`src/verilog/eth_pkg.sv`:
```
`default_nettype none

package eth_pkg;

    typedef logic [7:0]  byte_t;
    typedef logic [31:0] crc_t;
    typedef logic [10:0] len_t;

    localparam crc_t CRC_INIT    = 32'hFFFF_FFFF;
    // Non-reflected register value left by a good frame with its own FCS.
    localparam crc_t CRC_RESIDUE = 32'hC704_DD7B;

    localparam byte_t PREAMBLE_BYTE = 8'h55;
    localparam byte_t SFD_BYTE      = 8'hD5;

    localparam int PREAMBLE_LEN = 7;
    localparam int GAP_LEN      = 12;

endpackage

`default_nettype wire

```
`src/verilog/crc32.sv`:
```
`timescale 1ns/100ps
`default_nettype none

module crc32 (
    input  wire logic           clk,
    input  wire logic           rst,
    input  wire logic           enable,
    input  wire eth_pkg::byte_t din,
    output eth_pkg::crc_t       dout
);

    typedef enum logic [3:0] {
        ST_IDLE,
        ST_WAIT,
        ST_WORK,
        ST_HOLD0,
        ST_HOLD1,
        ST_HOLD2,
        ST_HOLD3,
        ST_HOLD4,
        ST_HOLD5,
        ST_DONE
    } crc_state_t;

    crc_state_t    state;
    crc_state_t    state_nxt;
    eth_pkg::crc_t crc_q;
    eth_pkg::crc_t base;
    eth_pkg::crc_t nxt;
    logic [7:0]    x;

    assign base = (state == ST_WAIT) ? eth_pkg::CRC_INIT : crc_q; // first byte folds into the preset.

    // din[0] goes on the wire first, so it meets the top register bit.
    for (genvar i = 0; i < 8; i++) begin : g_fold
        assign x[i] = base[24 + i] ^ din[7 - i];
    end

    assign nxt[0]  = x[0] ^ x[6];
    assign nxt[1]  = x[0] ^ x[1] ^ x[6] ^ x[7];
    assign nxt[2]  = x[0] ^ x[1] ^ x[2] ^ x[6] ^ x[7];
    assign nxt[3]  = x[1] ^ x[2] ^ x[3] ^ x[7];
    assign nxt[4]  = x[0] ^ x[2] ^ x[3] ^ x[4] ^ x[6];
    assign nxt[5]  = x[0] ^ x[1] ^ x[3] ^ x[4] ^ x[5] ^ x[6] ^ x[7];
    assign nxt[6]  = x[1] ^ x[2] ^ x[4] ^ x[5] ^ x[6] ^ x[7];
    assign nxt[7]  = x[0] ^ x[2] ^ x[3] ^ x[5] ^ x[7];
    assign nxt[8]  = base[0] ^ x[0] ^ x[1] ^ x[3] ^ x[4];
    assign nxt[9]  = base[1] ^ x[1] ^ x[2] ^ x[4] ^ x[5];
    assign nxt[10] = base[2] ^ x[0] ^ x[2] ^ x[3] ^ x[5];
    assign nxt[11] = base[3] ^ x[0] ^ x[1] ^ x[3] ^ x[4];
    assign nxt[12] = base[4] ^ x[0] ^ x[1] ^ x[2] ^ x[4] ^ x[5] ^ x[6];
    assign nxt[13] = base[5] ^ x[1] ^ x[2] ^ x[3] ^ x[5] ^ x[6] ^ x[7];
    assign nxt[14] = base[6] ^ x[2] ^ x[3] ^ x[4] ^ x[6] ^ x[7];
    assign nxt[15] = base[7] ^ x[3] ^ x[4] ^ x[5] ^ x[7];
    assign nxt[16] = base[8] ^ x[0] ^ x[4] ^ x[5];
    assign nxt[17] = base[9] ^ x[1] ^ x[5] ^ x[6];
    assign nxt[18] = base[10] ^ x[2] ^ x[6] ^ x[7];
    assign nxt[19] = base[11] ^ x[3] ^ x[7];
    assign nxt[20] = base[12] ^ x[4];
    assign nxt[21] = base[13] ^ x[5];
    assign nxt[22] = base[14] ^ x[0];
    assign nxt[23] = base[15] ^ x[0] ^ x[1] ^ x[6];
    assign nxt[24] = base[16] ^ x[1] ^ x[2] ^ x[7];
    assign nxt[25] = base[17] ^ x[2] ^ x[3];
    assign nxt[26] = base[18] ^ x[0] ^ x[3] ^ x[4] ^ x[6];
    assign nxt[27] = base[19] ^ x[1] ^ x[4] ^ x[5] ^ x[7];
    assign nxt[28] = base[20] ^ x[2] ^ x[5] ^ x[6];
    assign nxt[29] = base[21] ^ x[3] ^ x[6] ^ x[7];
    assign nxt[30] = base[22] ^ x[4] ^ x[7];
    assign nxt[31] = base[23] ^ x[5];

    always_comb begin
        state_nxt = state;
        case (state)
            ST_IDLE:  state_nxt = ST_WAIT;
            ST_WAIT:  if (enable) state_nxt = ST_WORK;
            ST_WORK:  if (!enable) state_nxt = ST_HOLD0;
            ST_HOLD0: state_nxt = ST_HOLD1;
            ST_HOLD1: state_nxt = ST_HOLD2;
            ST_HOLD2: state_nxt = ST_HOLD3;
            ST_HOLD3: state_nxt = ST_HOLD4;
            ST_HOLD4: state_nxt = ST_HOLD5;
            ST_HOLD5: state_nxt = ST_DONE;
            ST_DONE:  state_nxt = ST_WAIT;
            default:  state_nxt = ST_IDLE;
        endcase
    end

    always_ff @(posedge clk) begin
        if (rst) begin
            state <= ST_IDLE;
        end else begin
            state <= state_nxt;
        end
    end

    always_ff @(posedge clk) begin
        if (rst || state == ST_IDLE) begin
            crc_q <= eth_pkg::CRC_INIT;
        end else if ((state == ST_WAIT || state == ST_WORK) && enable) begin
            crc_q <= nxt;
        end else if (state == ST_WAIT) begin
            crc_q <= eth_pkg::CRC_INIT;
        end
    end

    assign dout = crc_q; // held through the hold states for the FCS readout.

endmodule

`default_nettype wire

```
`src/verilog/byte_delay.sv`:
```
`timescale 1ns/100ps
`default_nettype none

module byte_delay #(
    parameter int DEPTH = 8
) (
    input  wire logic           clk,
    input  wire logic           rst,
    input  wire eth_pkg::byte_t din,
    input  wire logic           din_valid,
    output eth_pkg::byte_t      dout,
    output logic                dout_valid
);

    eth_pkg::byte_t   data_sr [DEPTH];
    logic [DEPTH-1:0] valid_sr;

    always_ff @(posedge clk) begin
        if (rst) begin
            valid_sr <= '0;
        end else begin
            valid_sr <= {valid_sr[DEPTH-2:0], din_valid};
        end
    end

    always_ff @(posedge clk) begin
        data_sr[0] <= din;
        for (int i = 1; i < DEPTH; i++) begin
            data_sr[i] <= data_sr[i - 1];
        end
    end

    assign dout       = data_sr[DEPTH-1];
    assign dout_valid = valid_sr[DEPTH-1];

endmodule

`default_nettype wire

```
`src/verilog/eth_tx_framer.sv`:
```
`timescale 1ns/100ps
`default_nettype none

module eth_tx_framer (
    input  wire logic           clk,
    input  wire logic           rst,
    input  wire logic           tx_valid,
    input  wire eth_pkg::byte_t pay_data,
    input  wire logic           pay_valid,
    input  wire eth_pkg::crc_t  fcs,
    output eth_pkg::byte_t      txo_data,
    output logic                txo_valid,
    output logic                tx_busy,
    output logic                crc_en,
    output eth_pkg::byte_t      crc_din
);

    typedef enum logic [2:0] {
        TX_IDLE,
        TX_PRE,
        TX_PAY,
        TX_FCS,
        TX_GAP
    } tx_state_t;

    tx_state_t     state;
    logic [2:0]    byte_cnt;
    logic [3:0]    gap_cnt;
    eth_pkg::crc_t fcs_wire;

    // Complemented register, bit reversed so each byte goes out LSB first.
    always_comb begin
        for (int i = 0; i < 32; i++) begin
            fcs_wire[i] = ~fcs[31 - i];
        end
    end

    assign crc_en  = (state == TX_PAY) && pay_valid;
    assign crc_din = pay_data;

    always_ff @(posedge clk) begin
        if (rst) begin
            state     <= TX_IDLE;
            byte_cnt  <= '0;
            gap_cnt   <= '0;
            txo_valid <= 1'b0;
            tx_busy   <= 1'b0;
        end else begin
            case (state)
                TX_IDLE: begin
                    if (tx_valid) begin
                        state     <= TX_PRE;
                        byte_cnt  <= 3'd1;     // first preamble byte leaves now.
                        txo_valid <= 1'b1;
                        tx_busy   <= 1'b1;
                    end
                end
                TX_PRE: begin
                    if (byte_cnt == 3'(eth_pkg::PREAMBLE_LEN)) begin
                        state <= TX_PAY;       // delimiter leaves on this edge.
                    end else begin
                        byte_cnt <= byte_cnt + 3'd1;
                    end
                end
                TX_PAY: begin
                    if (!pay_valid) begin
                        state    <= TX_FCS;
                        byte_cnt <= 3'd1;
                    end
                end
                TX_FCS: begin
                    if (byte_cnt == 3'd3) begin
                        state   <= TX_GAP;
                        gap_cnt <= '0;
                    end else begin
                        byte_cnt <= byte_cnt + 3'd1;
                    end
                end
                TX_GAP: begin
                    txo_valid <= 1'b0;
                    if (gap_cnt == 4'(eth_pkg::GAP_LEN)) begin
                        state   <= TX_IDLE;
                        tx_busy <= 1'b0;
                    end else begin
                        gap_cnt <= gap_cnt + 4'd1;
                    end
                end
                default: state <= TX_IDLE;
            endcase
        end
    end

    always_ff @(posedge clk) begin
        case (state)
            TX_IDLE: txo_data <= eth_pkg::PREAMBLE_BYTE;
            TX_PRE: begin
                if (byte_cnt == 3'(eth_pkg::PREAMBLE_LEN)) begin
                    txo_data <= eth_pkg::SFD_BYTE;
                end else begin
                    txo_data <= eth_pkg::PREAMBLE_BYTE;
                end
            end
            TX_PAY:  txo_data <= pay_valid ? pay_data : fcs_wire[7:0];
            TX_FCS:  txo_data <= fcs_wire[8*byte_cnt[1:0] +: 8];
            default: ;
        endcase
    end

endmodule

`default_nettype wire

```
`src/verilog/eth_rx_checker.sv`:
```
`timescale 1ns/100ps
`default_nettype none

module eth_rx_checker (
    input  wire logic           clk,
    input  wire logic           rst,
    input  wire eth_pkg::byte_t rxi_data,
    input  wire logic           rxi_valid,
    input  wire eth_pkg::crc_t  crc,
    output logic                crc_en,
    output eth_pkg::byte_t      crc_din,
    output logic                rx_good,
    output logic                rx_bad,
    output eth_pkg::len_t       rx_len
);

    typedef enum logic [1:0] {
        RX_HUNT,
        RX_BODY,
        RX_VERDICT
    } rx_state_t;

    rx_state_t     state;
    logic          valid_q;
    logic          skip;
    logic          sfd_seen;
    eth_pkg::len_t len_cnt;

    assign crc_en  = (state == RX_BODY) && rxi_valid;
    assign crc_din = rxi_data;

    always_ff @(posedge clk) begin
        if (rst) begin
            state    <= RX_HUNT;
            valid_q  <= 1'b0;
            skip     <= 1'b0;
            sfd_seen <= 1'b0;
            len_cnt  <= '0;
            rx_good  <= 1'b0;
            rx_bad   <= 1'b0;
        end else begin
            valid_q <= rxi_valid;
            rx_good <= 1'b0;
            rx_bad  <= 1'b0;
            case (state)
                RX_HUNT: begin
                    if (rxi_valid && !skip && rxi_data == eth_pkg::SFD_BYTE) begin
                        state    <= RX_BODY;
                        sfd_seen <= 1'b1;
                        len_cnt  <= '0;
                    end else if (rxi_valid && rxi_data != eth_pkg::PREAMBLE_BYTE) begin
                        skip <= 1'b1;          // no delimiter can follow a stray byte.
                    end else if (!rxi_valid && valid_q) begin
                        state <= RX_VERDICT;
                    end
                end
                RX_BODY: begin
                    if (rxi_valid) begin
                        len_cnt <= len_cnt + 11'd1;
                    end else begin
                        state <= RX_VERDICT;   // the last CRC update landed on the previous edge.
                    end
                end
                RX_VERDICT: begin
                    state    <= RX_HUNT;
                    skip     <= 1'b0;
                    sfd_seen <= 1'b0;
                    if (sfd_seen && crc == eth_pkg::CRC_RESIDUE) begin
                        rx_good <= 1'b1;
                    end else begin
                        rx_bad <= 1'b1;
                    end
                end
                default: state <= RX_HUNT;
            endcase
        end
    end

    always_ff @(posedge clk) begin
        if (state == RX_VERDICT) begin
            rx_len <= sfd_seen ? len_cnt : '0;
        end
    end

endmodule

`default_nettype wire

```
`src/verilog/eth_fcs_core.sv`:
```
`timescale 1ns/100ps
`default_nettype none

module eth_fcs_core (
    input  wire logic           clk,
    input  wire logic           rst,
    input  wire eth_pkg::byte_t tx_data,
    input  wire logic           tx_valid,
    input  wire eth_pkg::byte_t rxi_data,
    input  wire logic           rxi_valid,
    output wire eth_pkg::byte_t txo_data,
    output wire logic           txo_valid,
    output wire logic           tx_busy,
    output wire logic           rx_good,
    output wire logic           rx_bad,
    output wire eth_pkg::len_t  rx_len
);

    localparam int PRE_DELAY = eth_pkg::PREAMBLE_LEN + 1; // preamble plus delimiter.

    eth_pkg::byte_t pay_data;
    logic           pay_valid;
    eth_pkg::crc_t  tx_fcs;
    logic           tx_crc_en;
    eth_pkg::byte_t tx_crc_din;
    eth_pkg::crc_t  rx_crc;
    logic           rx_crc_en;
    eth_pkg::byte_t rx_crc_din;

    byte_delay #(
        .DEPTH(PRE_DELAY)
    ) u_delay (
        .clk       (clk),
        .rst       (rst),
        .din       (tx_data),
        .din_valid (tx_valid),
        .dout      (pay_data),
        .dout_valid(pay_valid)
    );

    eth_tx_framer u_tx (
        .clk      (clk),
        .rst      (rst),
        .tx_valid (tx_valid),
        .pay_data (pay_data),
        .pay_valid(pay_valid),
        .fcs      (tx_fcs),
        .txo_data (txo_data),
        .txo_valid(txo_valid),
        .tx_busy  (tx_busy),
        .crc_en   (tx_crc_en),
        .crc_din  (tx_crc_din)
    );

    crc32 u_tx_crc (
        .clk   (clk),
        .rst   (rst),
        .enable(tx_crc_en),
        .din   (tx_crc_din),
        .dout  (tx_fcs)
    );

    eth_rx_checker u_rx (
        .clk      (clk),
        .rst      (rst),
        .rxi_data (rxi_data),
        .rxi_valid(rxi_valid),
        .crc      (rx_crc),
        .crc_en   (rx_crc_en),
        .crc_din  (rx_crc_din),
        .rx_good  (rx_good),
        .rx_bad   (rx_bad),
        .rx_len   (rx_len)
    );

    crc32 u_rx_crc (
        .clk   (clk),
        .rst   (rst),
        .enable(rx_crc_en),
        .din   (rx_crc_din),
        .dout  (rx_crc)
    );

endmodule

`default_nettype wire

```
`config.mk`:
```
export PLATFORM = sky130hd
export DESIGN_NAME = eth_fcs_core
export DESIGN_NICKNAME = d
export VERILOG_FILES = /design/src/verilog/eth_pkg.sv /design/src/verilog/crc32.sv /design/src/verilog/byte_delay.sv /design/src/verilog/eth_tx_framer.sv /design/src/verilog/eth_rx_checker.sv /design/src/verilog/eth_fcs_core.sv
export SDC_FILE = /design/constraint.sdc
export NUM_CORES = 1
export LEC_CHECK = 0
export ABC_AREA = 1
export BUFFER_PORTS_ARGS = -buffer_cell sky130_fd_sc_hd__buf_4
export CORE_MARGIN = 3
export CORE_UTILIZATION = 56
export CTS_CLUSTER_DIAMETER = 200
export DETAILED_ROUTE_END_ITERATION = 6
export MAX_ROUTING_LAYER = met4
export PLACE_DENSITY = 0.76
export SLEW_MARGIN = 20
export SYNTH_ARGS = -nofsm -noshare
export SYNTH_HDL_FRONTEND = slang
export SYNTH_HIERARCHICAL = 1
export SYNTH_SLANG_ARGS = --single-unit
```
`constraint.sdc`:
```
create_clock -name clk -period 1.8 [get_ports clk]
set_clock_uncertainty 0.05 [all_clocks]
set_input_delay 0.36 -clock clk [delete_from_list [all_inputs] [get_ports clk]]
set_output_delay 0.36 -clock clk [all_outputs]
set_load 0.02 [all_outputs]
```
Word level (Yosys, flattened, before mapping)

Memory sizes are Yosys's and may differ from the RTL's.
Cells that the tools add are included.

Shift operators: 1
Bitwise gates (word level): 251
Reduce and logical (&&, ||, !) cells: 38
Equal/unequal tests: 49
Muxes and demuxes: 45
$add $sub $neg: 3

Operators with widths:

| kind                                                  | number |
|---|---|
| bitwise XOR 1 bit                                     | 218 |
| two-way mux 32 bit                                    | 4 |
| case mux 4 bit (9 select lines)                       | 2 |
| inverter 1 bit                                        | 33 |
| == test 32 bit, second input constant                 | 1 |
| == test 4 x 3 -> 1 bit, second input constant         | 8 |
| case mux 8 bit (4 select lines)                       | 1 |
| indexed part select 32 x 6 -> 8 bit                   | 1 |
| two-way mux 3 bit                                     | 8 |
| two-way mux 4 bit                                     | 6 |
| two-way mux 11 bit                                    | 2 |
| case mux 11 bit (2 select lines)                      | 1 |
| == test 4 bit, second input constant                  | 5 |
| inequality test 2 bit, second input constant          | 10 |
| == test 4 x 2 -> 1 bit, second input constant         | 4 |
| two-way mux 8 bit                                     | 2 |
| case mux 3 bit (5 select lines)                       | 1 |
| AND reduction 3 bit                                   | 5 |
| inequality test 2 x 1 -> 1 bit, second input constant | 7 |
| case mux 3 bit (4 select lines)                       | 1 |
| adder 11 x 1 -> 11 bit, second input constant         | 1 |
| AND reduction 5 bit                                   | 2 |
| == test 3 x 2 -> 1 bit, second input constant         | 3 |
| logical AND 1 bit                                     | 9 |
| 25 further kinds                                      | 52 |

Memories kept: 1
Input port bits: 20
RAM bits: 64
Register bits after elaboration: 129

Memories:

| name            | words | bits a word | rd ports | clocked after Yosys merged registers in | write ports | line             | source |
|---|---|---|---|---|---|---|---|
| u_delay.data_sr | 8     | 8           | 8        | 0                                       | 8           | byte_delay.sv:15 | `eth_pkg::byte_t data_sr [DEPTH];` |

Logic depth before layout (Yosys ltp)

Gate-level depths: netlist of the first run.

Word-level depth: 10
Mapped depth: 16
Gate-level depth less buffers: 15

Modules after synthesis

The synthesis of the first run kept the hierarchy.

By module, submodules not included:

| module         | area an instance (um2) | cells an instance | seq. area each (um2) | times used |
|---|---|---|---|---|
| crc32          | 2745.1                 | 433               | 720.7                | 2 |
| eth_rx_checker | 1641.6                 | 219               | 690.7                | 1 |
| byte_delay     | 1572.8                 | 97                | 1441.4               | 1 |
| eth_tx_framer  | 1416.4                 | 202               | 480.5                | 1 |

Worst setup path after synthesis of the first run

No wires, ideal clock.

Path type: register -> register
Start: register u_rx.state[0]
End: register u_rx_crc.crc_q[19], in the netlist u_rx_crc/dout[19]
Arrival: 1696 ps
Cell stages (with the launch flop): 12
Data required time: 1687 ps
Slack: -9 ps
Library setup time: 63 ps
Cell sequence: dfxtp_1 inv_2 nor2_2 inv_2 nor2_2 nand3_1 inv_2 a21oi_1 inv_2 clkbuf_1 o21ai_0 nand3_1

Cells in the longest elaborated chain, start to end: 4

RTL lines:

| item                   | line                 | source |
|---|---|---|
| start, declared        | eth_rx_checker.sv:23 | `rx_state_t state;` |
| start signal, assigned | eth_rx_checker.sv:34 | `state <= RX_HUNT;` |
| start signal, assigned | eth_rx_checker.sv:48 | `state <= RX_BODY;` |
| start signal, assigned | eth_rx_checker.sv:54 | `state <= RX_VERDICT;` |
| == test 2 x 1 -> 1 bit | eth_rx_checker.sv:29 | `assign crc_en = (state == RX_BODY) && rxi_valid;` |
| logical AND 1 bit      | eth_rx_checker.sv:29 |  |
| via rx_crc_en          | eth_fcs_core.sv:27   | `logic rx_crc_en;` |
| logical AND 1 bit      | crc32.sv:100         | `end else if ((state == ST_WAIT \|\| state == ST_WORK) && enable) begin` |
| two-way mux 32 bit     | crc32.sv:100         |  |
| end signal, assigned   | crc32.sv:99          | `crc_q <= eth_pkg::CRC_INIT;` |
| end signal, assigned   | crc32.sv:101         | `crc_q <= nxt;` |
| end signal, assigned   | crc32.sv:103         | `crc_q <= eth_pkg::CRC_INIT;` |
| end, declared          | crc32.sv:27          | `eth_pkg::crc_t crc_q;` |

The timed path passes the listed nets, and every way through them passes these cells.
A chain may end at the register's enable or synchronous reset.

Final worst setup path of the first run

Start: register u_rx_crc.state[0]
End: register u_rx_crc.crc_q[26], in the netlist u_rx_crc/dout[26]

Cells in the longest elaborated chain, start to end: 8
Elaborated cells between the ends (all ways): 16

RTL lines:

| item                           | line                                    | source |
|---|---|---|
| start, declared                | crc32.sv:25                             | `crc_state_t state;` |
| start signal, assigned         | crc32.sv:93                             | `state <= state_nxt;` |
| == test 4 x 1 -> 1 bit         | crc32.sv:32, crc32.sv:100, crc32.sv:102 |  |
| two-way mux 32 bit             | crc32.sv:32                             | `assign base = (state == ST_WAIT) ? eth_pkg::CRC_INIT : crc_q;` |
| bitwise XOR 1 bit              | crc32.sv:36                             | `assign x[i] = base[24 + i] ^ din[7 - i];` |
| bitwise XOR 1 bit (4 in a row) | crc32.sv:65                             | `assign nxt[26] = base[18] ^ x[0] ^ x[3] ^ x[4] ^ x[6];` |
| two-way mux 32 bit             | crc32.sv:100                            |  |

Several ways; a longest one is shown, not always the timed one.

==> metrics.md, run 1 <==
| Metric | Value |
|---|---|
| Leak pwr | `around 6.6 nW` |
| Wirelength per Cell | `around 23 µm` |
| Post-synthesis simple-gate area fraction | `0.3415` |
| Final hold vios | `0` |
| Gr busiest metal | `met2` |
| Nature of the critical path endpoint | `flop` |
| Clk Latency, worst-skew pair | `about 0.45 ns` |
| Mean Syn Cell Area | `between 7 and 8 µm²` |
| Starting Density | `0.5791` |
| Reg2Reg Depth | `13` |
| NumNets Final | `roughly 1.6k` |
| Area of the mapped netlist | `approximately 0.01 mm²` |
| EDFF count, synth | `19` |
| Compound-Gate Fraction of Synth Area | `0.09371` |
| Ratio of cells with drive above 1 in the final layout | `0.3911` |
| Mux share of post-synthesis cell area | `0` |
| GR Layer Usage met3 | `0.06760` |
| Syn_nets | `between 1k and 1.5k` |
| CTS root buffer | `clkbuf_16` |
| Die W | `140.4 µm` |
| Slew of the pin with the lowest slew margin | `between 0.5 and 0.6 ns` |
| Congestion Overflow GR | `0` |
| First drt pass iteration count | `7` |
| Core area | `between 0.015 and 0.02 mm²` |
| Setup ws final | `-0.4006 ns` |
| Register bit total from synthesis | `193` |
| Initial DRC count | `1827` |
| Ports | `43` |
| Die Area | `0.01972 mm²` |
| Maximum clock path buffer count | `2` |
| Max Freq | `~450 MHz` |
| Clock sinks | `a little under 200` |
| RSZ-0062 raised after global routing | `yes` |
| Vias in the first global route | `9487` |
| Worst EP required | `2.09 ns` |
| Cell Pwr Density | `792.4 mW/mm²` |
| Final Setup Violations | `64` |
| Worst slew margin | `0.6119` |
| Vias | `around 12k` |
| Synth cell types | `48` |
| Crit path max fanout | `8` |
| WP data arrival | `around 2.5 ns` |
| Vias per std cell | `about 6.3` |
| Met2 usage | `0.4743` |
| First-pass GRT wire length | `45210 µm` |
| Most frequent cells in the layout | `nand2_1, buf_4, dfxtp_1` |
| H-Tree Depth | `4` |
| Yosys Warn Count | `6` |
| GRT Overall Usage | `0.2901` |
| Status | `finished with violations` |
| Rows | `48` |
| CTS clk-pin slew, worst paths | `0.09 ns` |
| Synth Area in XOR/XNOR | `0.05810` |
| TritonCTS buffer count | `17` |
| Antenna Nets Post-Route | `0` |
| CTS tree | `yes` |
| Peak VDD IR | `692.0 µV` |
| Ys async rst share | `0` |
| PortBufs | `42` |
| Antenna violations before repair | `1` |
| Hold crit path type | `in2reg` |
| Register area share after synthesis | `0.4005` |
| Synth Instances | `roughly 1.4k` |
| M1 GR Usage | `0.3258` |
| Most used DFF post-synth | `dfxtp_1` |
| Minimum clock period | `2.201 ns` |
| Adder-cell area share of the yosys netlist | `0.007417` |
| DPL Wire Length | `19220 µm` |
| Post-route setup TNS | `-9.526 ns` |
| Most common cell after layout, fill and taps aside | `nand2_1` |
| Drt total wl | `around 42000 µm` |
| DRC Markers | `1` |
| Total power | `11.51 mW` |
| Synth-to-Final Area Change | `43.55%` |
| Crit Path Class | `reg2reg` |
| Max-cap violations | `0` |
| Fin crit share | `1.223` |
| GP Congestion | `0.9708` |
| Worst setup SP type | `flop` |
| Final Max Slew Viols | `0` |
| Worst Hold Path Cells | `3` |
| Die height | `around 140 µm` |
| Pin count of the biggest net entering global routing | `33` |
| Main combinational cell family by area after synthesis | `simple AND/OR/NAND/NOR gates` |
| Failing checks | `design-rule violations, negative setup slack` |
cells in the mapped netlist (2+ instances only):
library cell	number	area share
nand3b_1	9	0.0067
nand3_1	107	0.053
nand2_4	24	0.027
o21ai_0	53	0.026
o31ai_1	3	0.0022
o21ai_1	10	0.0049
o21bai_1	8	0.0059
xor2_1	46	0.040
nor2_4	2	0.0022
inv_2	24	0.0089
nand3_2	8	0.0079
o211ai_1	17	0.013
xor2_2	4	0.0064
o32ai_1	2	0.0017
a21oi_2	3	0.0026
nand2_1	365	0.14
clkbuf_1	14	0.0052
dfxtp_1	174	0.34
o22ai_1	7	0.0043
edfxtp_1	19	0.056
o311ai_0	2	0.0017
buf_6	4	0.0045
nand4_1	11	0.0068
buf_2	14	0.0069
nor2_2	25	0.015
or2_1	2	0.0012
xnor2_2	2	0.0032
a2111oi_0	2	0.0017
a31oi_1	4	0.0025
nor2_1	110	0.041
inv_1	139	0.052
nand2_2	44	0.027
a21oi_1	50	0.025
ha_1	6	0.0074
buf_4	26	0.019
xnor2_1	10	0.0087
nor3_1	6	0.0030
or2_2	18	0.011
state kept, by name (all words and copies together) (netlist names), 2 cells and up:
| register | count |
|---|---|
| u_tx/byte_cnt | 3 |
| u_tx/txo_data | 8 |
| u_tx/gap_cnt | 4 |
| u_tx/state | 3 |
| u_delay/valid_sr | 8 |
| u_delay/data_sr | 64 |
| u_tx_crc/state | 4 |
| u_tx_crc/dout | 32 |
| u_rx_crc/state | 4 |
| u_rx/rx_len | 11 |
| u_rx_crc/dout | 32 |
| u_rx/state | 2 |
| u_rx/len_cnt | 11 |
layer usage:
metal,wire length [µm],part of all wire,up-vias
li1,-,-,4743
met1,13120,0.32,5256
met2,19230,0.46,1070
met3,4455,0.11,462
met4,4831,0.12,0
met5,0,0,-
timing repair:
item	4_1_cts	5_1_grt
endpoints found under the hold margin	8	0
setup buffers	16	55
endpoints found under the setup margin	42	63
resized for setup	81	344
hold buffers	8	0
pin swaps	29	118
gates cloned	2	1
area by class of cell:
cell class	instances	area (µm²)
Sequential cell	193	4074
Timing Repair Buffer	231	2057
Clock inverter	14	153.9
Antenna cell	3	7.507
Inverter	165	656.9
Clock buffer	18	429.2
Tap cell	225	281.5
Multi-Input combinational cell	967	6869
Fill cell	879	2948
logic make-up (layout without fill, tap and decap cells):
logic type | count (synthesis) | count (layout)
AO/OA/AOI/OAI | 163 | 163
flip-flops | 193 | 193
XOR/XNOR | 62 | 62
adder cells (fa/ha/maj) | 6 | 6
other | 0 | 3
AND/OR/NAND/NOR | 736 | 736
buffers and inverters | 224 | 428
stage by stage:
stage	hold slack (ns)	std cells	util	setup WS, ns	instance area [µm²]
5_1_grt	0.1059	1814	0.8310	-0.4393	14520
6_report	0.1050	1816	0.8313	-0.4006	14530
2_1_floorplan	0.2596	1384	-	0.01726	10120
4_1_cts	0.08078	1759	0.7132	-0.01833	12460
3_5_place_dp	0.2621	1701	0.6445	-0.1037	11260
3_3_place_gp	0.2611	1701	0.6445	-0.07226	11260
final timing paths:
kind	start	end	slack (ns)
max	u_rx_crc/state[0]	u_rx_crc/dout[26]	-0.40
min	tx_valid	u_delay/valid_sr[0]	0.10
max reg2reg	u_rx_crc/state[0]	u_rx_crc/dout[26]	-0.40
min reg2reg	u_delay/data_sr[1][1]	u_delay/data_sr[1][9]	0.26
critical path: stages (launching register included):
cell       delay [ns]
dfxtp_2          0.36
inv_2            0.09
nor2_4           0.04
nand2_4          0.09
clkbuf_16        0.20
nand2_8          0.07
nand2_4          0.09
nand2_8          0.09
buf_4            0.16
xnor2_2          0.30
nand2_1          0.16
nand3_1          0.09
nand2_1          0.05
o21bai_1         0.25
power breakdown:
part	switching [mW]	internal [mW]
combinational	1.82	1.12
clock	2.03	1.87
sequential	0.134	4.54
total	3.98	7.53
Note: power is estimated with default switching activity, not from simulation.
==> inputs of run 2 (changes only) <==
--- a/config.mk
+++ b/config.mk
@@ -8,11 +8,11 @@
 export ABC_AREA = 1
 export BUFFER_PORTS_ARGS = -buffer_cell sky130_fd_sc_hd__buf_4
 export CORE_MARGIN = 3
-export CORE_UTILIZATION = 56
+export CORE_UTILIZATION = 50
 export CTS_CLUSTER_DIAMETER = 200
 export DETAILED_ROUTE_END_ITERATION = 6
 export MAX_ROUTING_LAYER = met4
-export PLACE_DENSITY = 0.76
+export PLACE_DENSITY = 0.69
 export SLEW_MARGIN = 20
 export SYNTH_ARGS = -nofsm -noshare
 export SYNTH_HDL_FRONTEND = slang
==> run 2 against run 1 <==
  * The flow finishes with violations (negative setup slack)
  * Worst setup slack improved by 0.19 ns
  * Sequential cell count did not move
  * Power fell by 2.0%
  * Count of clock-buffer cells in the layout fell by 1
  * Sequential share of layout area rose by 0.88 points
  * Non-clock buffer count fell by 8
  * Critical path depth fell by 1
  * Via count fell by 14%
  * First-iteration DRC count fell by 42%
  * Combinational power fell by 10%
  * Worst hold slack improved by 0.074 ns
  * Largest power group unchanged
==> metrics.md, run 2 (synthesis results as in run 1) <==
| Metric | Value |
|---|---|
| Status | `finished with violations` |
| Failing checks | `negative setup slack` |
| Core area | `0.01965 mm² (+12%)` |
| NumNets Final | `1593 (-0.50%)` |
| Worst Hold Path Cells | `3 (unchanged)` |
| Hold WS | `0.1786 ns (+0.07364 ns)` |
| CP max-delay cell | `dfxtp_2` |
| Die Area | `0.02199 mm² (+11%)` |
| Congestion Overflow GR | `0 (unchanged)` |
| DRC Markers | `0 (-1)` |
| CTS root buffer | `clkbuf_16` |
| TritonCTS buffer count | `17 (unchanged)` |
| Vias in the first global route | `9101 (-4.1%)` |
| Most frequent cells in the layout | `nand2_1, buf_4, dfxtp_1` |
| GRT Overall Usage | `0.2586 (-0.03143)` |
| Die W | `148.3 µm (+5.6%)` |
| Sequential power share | `0.412 (+0.006)` |
| CTS tree | `yes` |
| Final hold vios | `0 (unchanged)` |
| Cell Pwr Density | `800.0 mW/mm² (+0.96%)` |
| Clk Latency, worst-skew pair | `0.45 ns (about the same)` |
| Reg-to-Reg Start | `u_rx_crc/state[0]` |
| Minimum clock period | `2.006 ns (-0.1944 ns)` |
| Die height | `148.3 µm (+5.6%)` |
| Max-cap violations | `0 (unchanged)` |
| Internal | `7.557 mW (+0.35%)` |
| Crit Path Class | `reg2reg` |
| Post-DP Area | `0.01147 mm² (+1.8%)` |
| Reg with most FFs | `u_delay/data_sr` |
| Synth-to-Final Area Change | `39.29%` |
| Worst EP required | `2.11 ns (+0.02 ns)` |
| Crit path max fanout | `8 (unchanged)` |
| Pin count of the biggest net entering global routing | `33 (unchanged)` |
| Min-Delay Startpoint | `tx_valid` |
| Flop2flop setup slack | `-0.21 ns (+0.19 ns)` |
| Drt total wl | `31220 µm (-25%)` |
| CTS clk-pin slew, worst paths | `0.08 ns (about the same)` |
| Most common cell after layout, fill and taps aside | `nand2_1` |
| Final Max Slew Viols | `0 (unchanged)` |
| Sw frac | `0.3299 (-0.01591)` |
| CP max stage delay | `0.33 ns (-0.03 ns)` |
| Worst slew margin | `0.6285 (+0.01665)` |
| Reg2Reg Depth | `12 (-1)` |
| Antenna violations before repair | `1 (unchanged)` |
| Nature of the critical path endpoint | `flop` |
| Vias per std cell | `5.397 (-15%)` |
| Clock sinks | `193 (unchanged)` |
| GP Congestion | `0.9597 (-1.1%)` |
| Max Freq | `498.5 MHz (+9.7%)` |
| Total power | `11.28 mW (-2.0%)` |
| Ratio of cells with drive above 1 in the final layout | `0.3589 (-0.03220)` |
| Final Setup Violations | `46 (-28%)` |
| Leak pwr | `6.484 nW (-1.6%)` |
| Ports | `43 (unchanged)` |
| RSZ-0062 raised after global routing | `yes` |
| DPL Wire Length | `19180 µm (-0.25%)` |
| Clock power share | `0.354 (+0.015)` |
| Post-route setup TNS | `-3.100 ns (+6.427 ns)` |
| Setup ws final | `-0.2062 ns (+0.1944 ns)` |
| Fin crit share | `1.115 (-0.1080)` |
| Peak VDD IR | `636.2 µV (-8.1%)` |
| First drt pass iteration count | `5 (-2)` |
| Sw Pwr | `3.721 mW (-6.5%)` |
| Rows | `51 (+6.3%)` |
| Max FFs per register | `64 (unchanged)` |
| Slew of the pin with the lowest slew margin | `0.5495 ns (-0.02956 ns)` |
| Combinational power share | `0.234 (-0.021)` |
| Antenna Nets Post-Route | `0 (unchanged)` |
| CP Cell Sequence | `inv_2 -> nor2_4 -> nand2_4 -> clkbuf_16 -> nand2_8 -> nand2_4 -> nand2_8 -> buf_4 -> xor2_2 -> a21oi_1 -> o21ai_1 -> o211ai_1` |
| H-Tree Depth | `4 (unchanged)` |
| Maximum clock path buffer count | `2 (unchanged)` |
| PortBufs | `42 (unchanged)` |
| Reg2reg end | `u_rx_crc/dout[23]` |
| First-pass GRT wire length | `44530 µm (-1.5%)` |
| Vias | `9962 (-14%)` |
| Initial DRC count | `1061 (-42%)` |
| Design area | `0.01410 mm² (-3.0%)` |
| Filler instances | `1471 (+67%)` |
| Wirelength per Cell | `16.91 µm (-26%)` |
| Worst setup SP type | `flop` |
| WP data arrival | `2.32 ns (-0.18 ns)` |
| Hold crit path type | `in2reg` |
| Hold path endpoint | `u_delay/valid_sr[0]` |
| Starting Density | `0.5150 (-0.06415)` |
[run 2: worst max-delay path by stage]
stage / endpoint / depth (start not counted) / from / slack [ns]
after detailed placement: u_tx_crc/dout[9] / 13 / u_tx_crc/state[3] / -0.17
final: u_rx_crc/dout[23] / 12 / u_rx_crc/state[0] / -0.21
after global placement: u_tx_crc/dout[9] / 13 / u_tx_crc/state[3] / -0.13
after global routing: u_rx_crc/dout[23] / 12 / u_rx_crc/state[0] / -0.27
after floorplan: u_rx_crc/dout[20] / 12 / u_rx/state[0] / 0.02
after CTS: u_tx_crc/dout[12] / 13 / u_tx_crc/state[2] / -0.04
[run 2: power by group through the flow]
stage / clock network [mW] / registers [mW] / logic, mW
after floorplan: 0 / 4.79 / 1.16
after global placement: 0 / 4.73 / 1.95
after detailed placement: 0 / 4.73 / 1.97
after CTS: 4.06 / 4.64 / 2.19
after global routing: 4.23 / 4.66 / 2.81
final: 3.99 / 4.64 / 2.64
[run 2: area by class of cell]
class,instances,area [µm²],share of cell area
Clock inverter,15,206.4,0.01464
Timing Repair Buffer,223,1952,0.1385
Multi-Input combinational cell,967,6464,0.4585
Antenna cell,1,2.502,0.0001775
Sequential cell,193,4076,0.2892
Clock buffer,17,425.4,0.03018
Tap cell,265,331.6,0.02352
Inverter,165,639.4,0.04535
[run 2: stage by stage]
step / setup WS (ns) / cells / utilization
detailed placement: -0.1719 / 1762 / 0.5837
finish: -0.2062 / 1846 / 0.7173
global route: -0.2697 / 1846 / 0.7173
global placement: -0.1330 / 1762 / 0.5837
floorplan: 0.01726 / 1384 / -
CTS: -0.03627 / 1814 / 0.6525
[run 2: layer usage]
| metal | global-route usage | up-vias | part of all wire |
|---|---|---|---|
| met5 | - | - | 0 |
| met1 | 0.3068 | 4674 | 0.38 |
| met3 | 0.04570 | 127 | 0.062 |
| met2 | 0.4318 | 436 | 0.50 |
| met4 | 0.1159 | 0 | 0.054 |
| li1 | - | 4725 | - |
[run 2: timing repair]
item / 4_1_cts / 5_1_grt
resized for setup: 111 / 212
setup buffers: 10 / 32
pin swaps: 36 / 72
hold buffers: 8 / 0
endpoints found under the hold margin: 8 / 0
cloned: 2 / 1
endpoints found under the setup margin: 50 / 58
[run 2: worst max-delay path: cells and delay by family (launching register included)]
| kind | cells | cell delay, ns |
|---|---|---|
| AOI/OAI and AO/OA | 3 | 0.52 |
| buffers and inverters | 3 | 0.43 |
| and+or+nand+nor | 5 | 0.41 |
| DFF | 1 | 0.33 |
| xor gates and xnor gates | 1 | 0.19 |
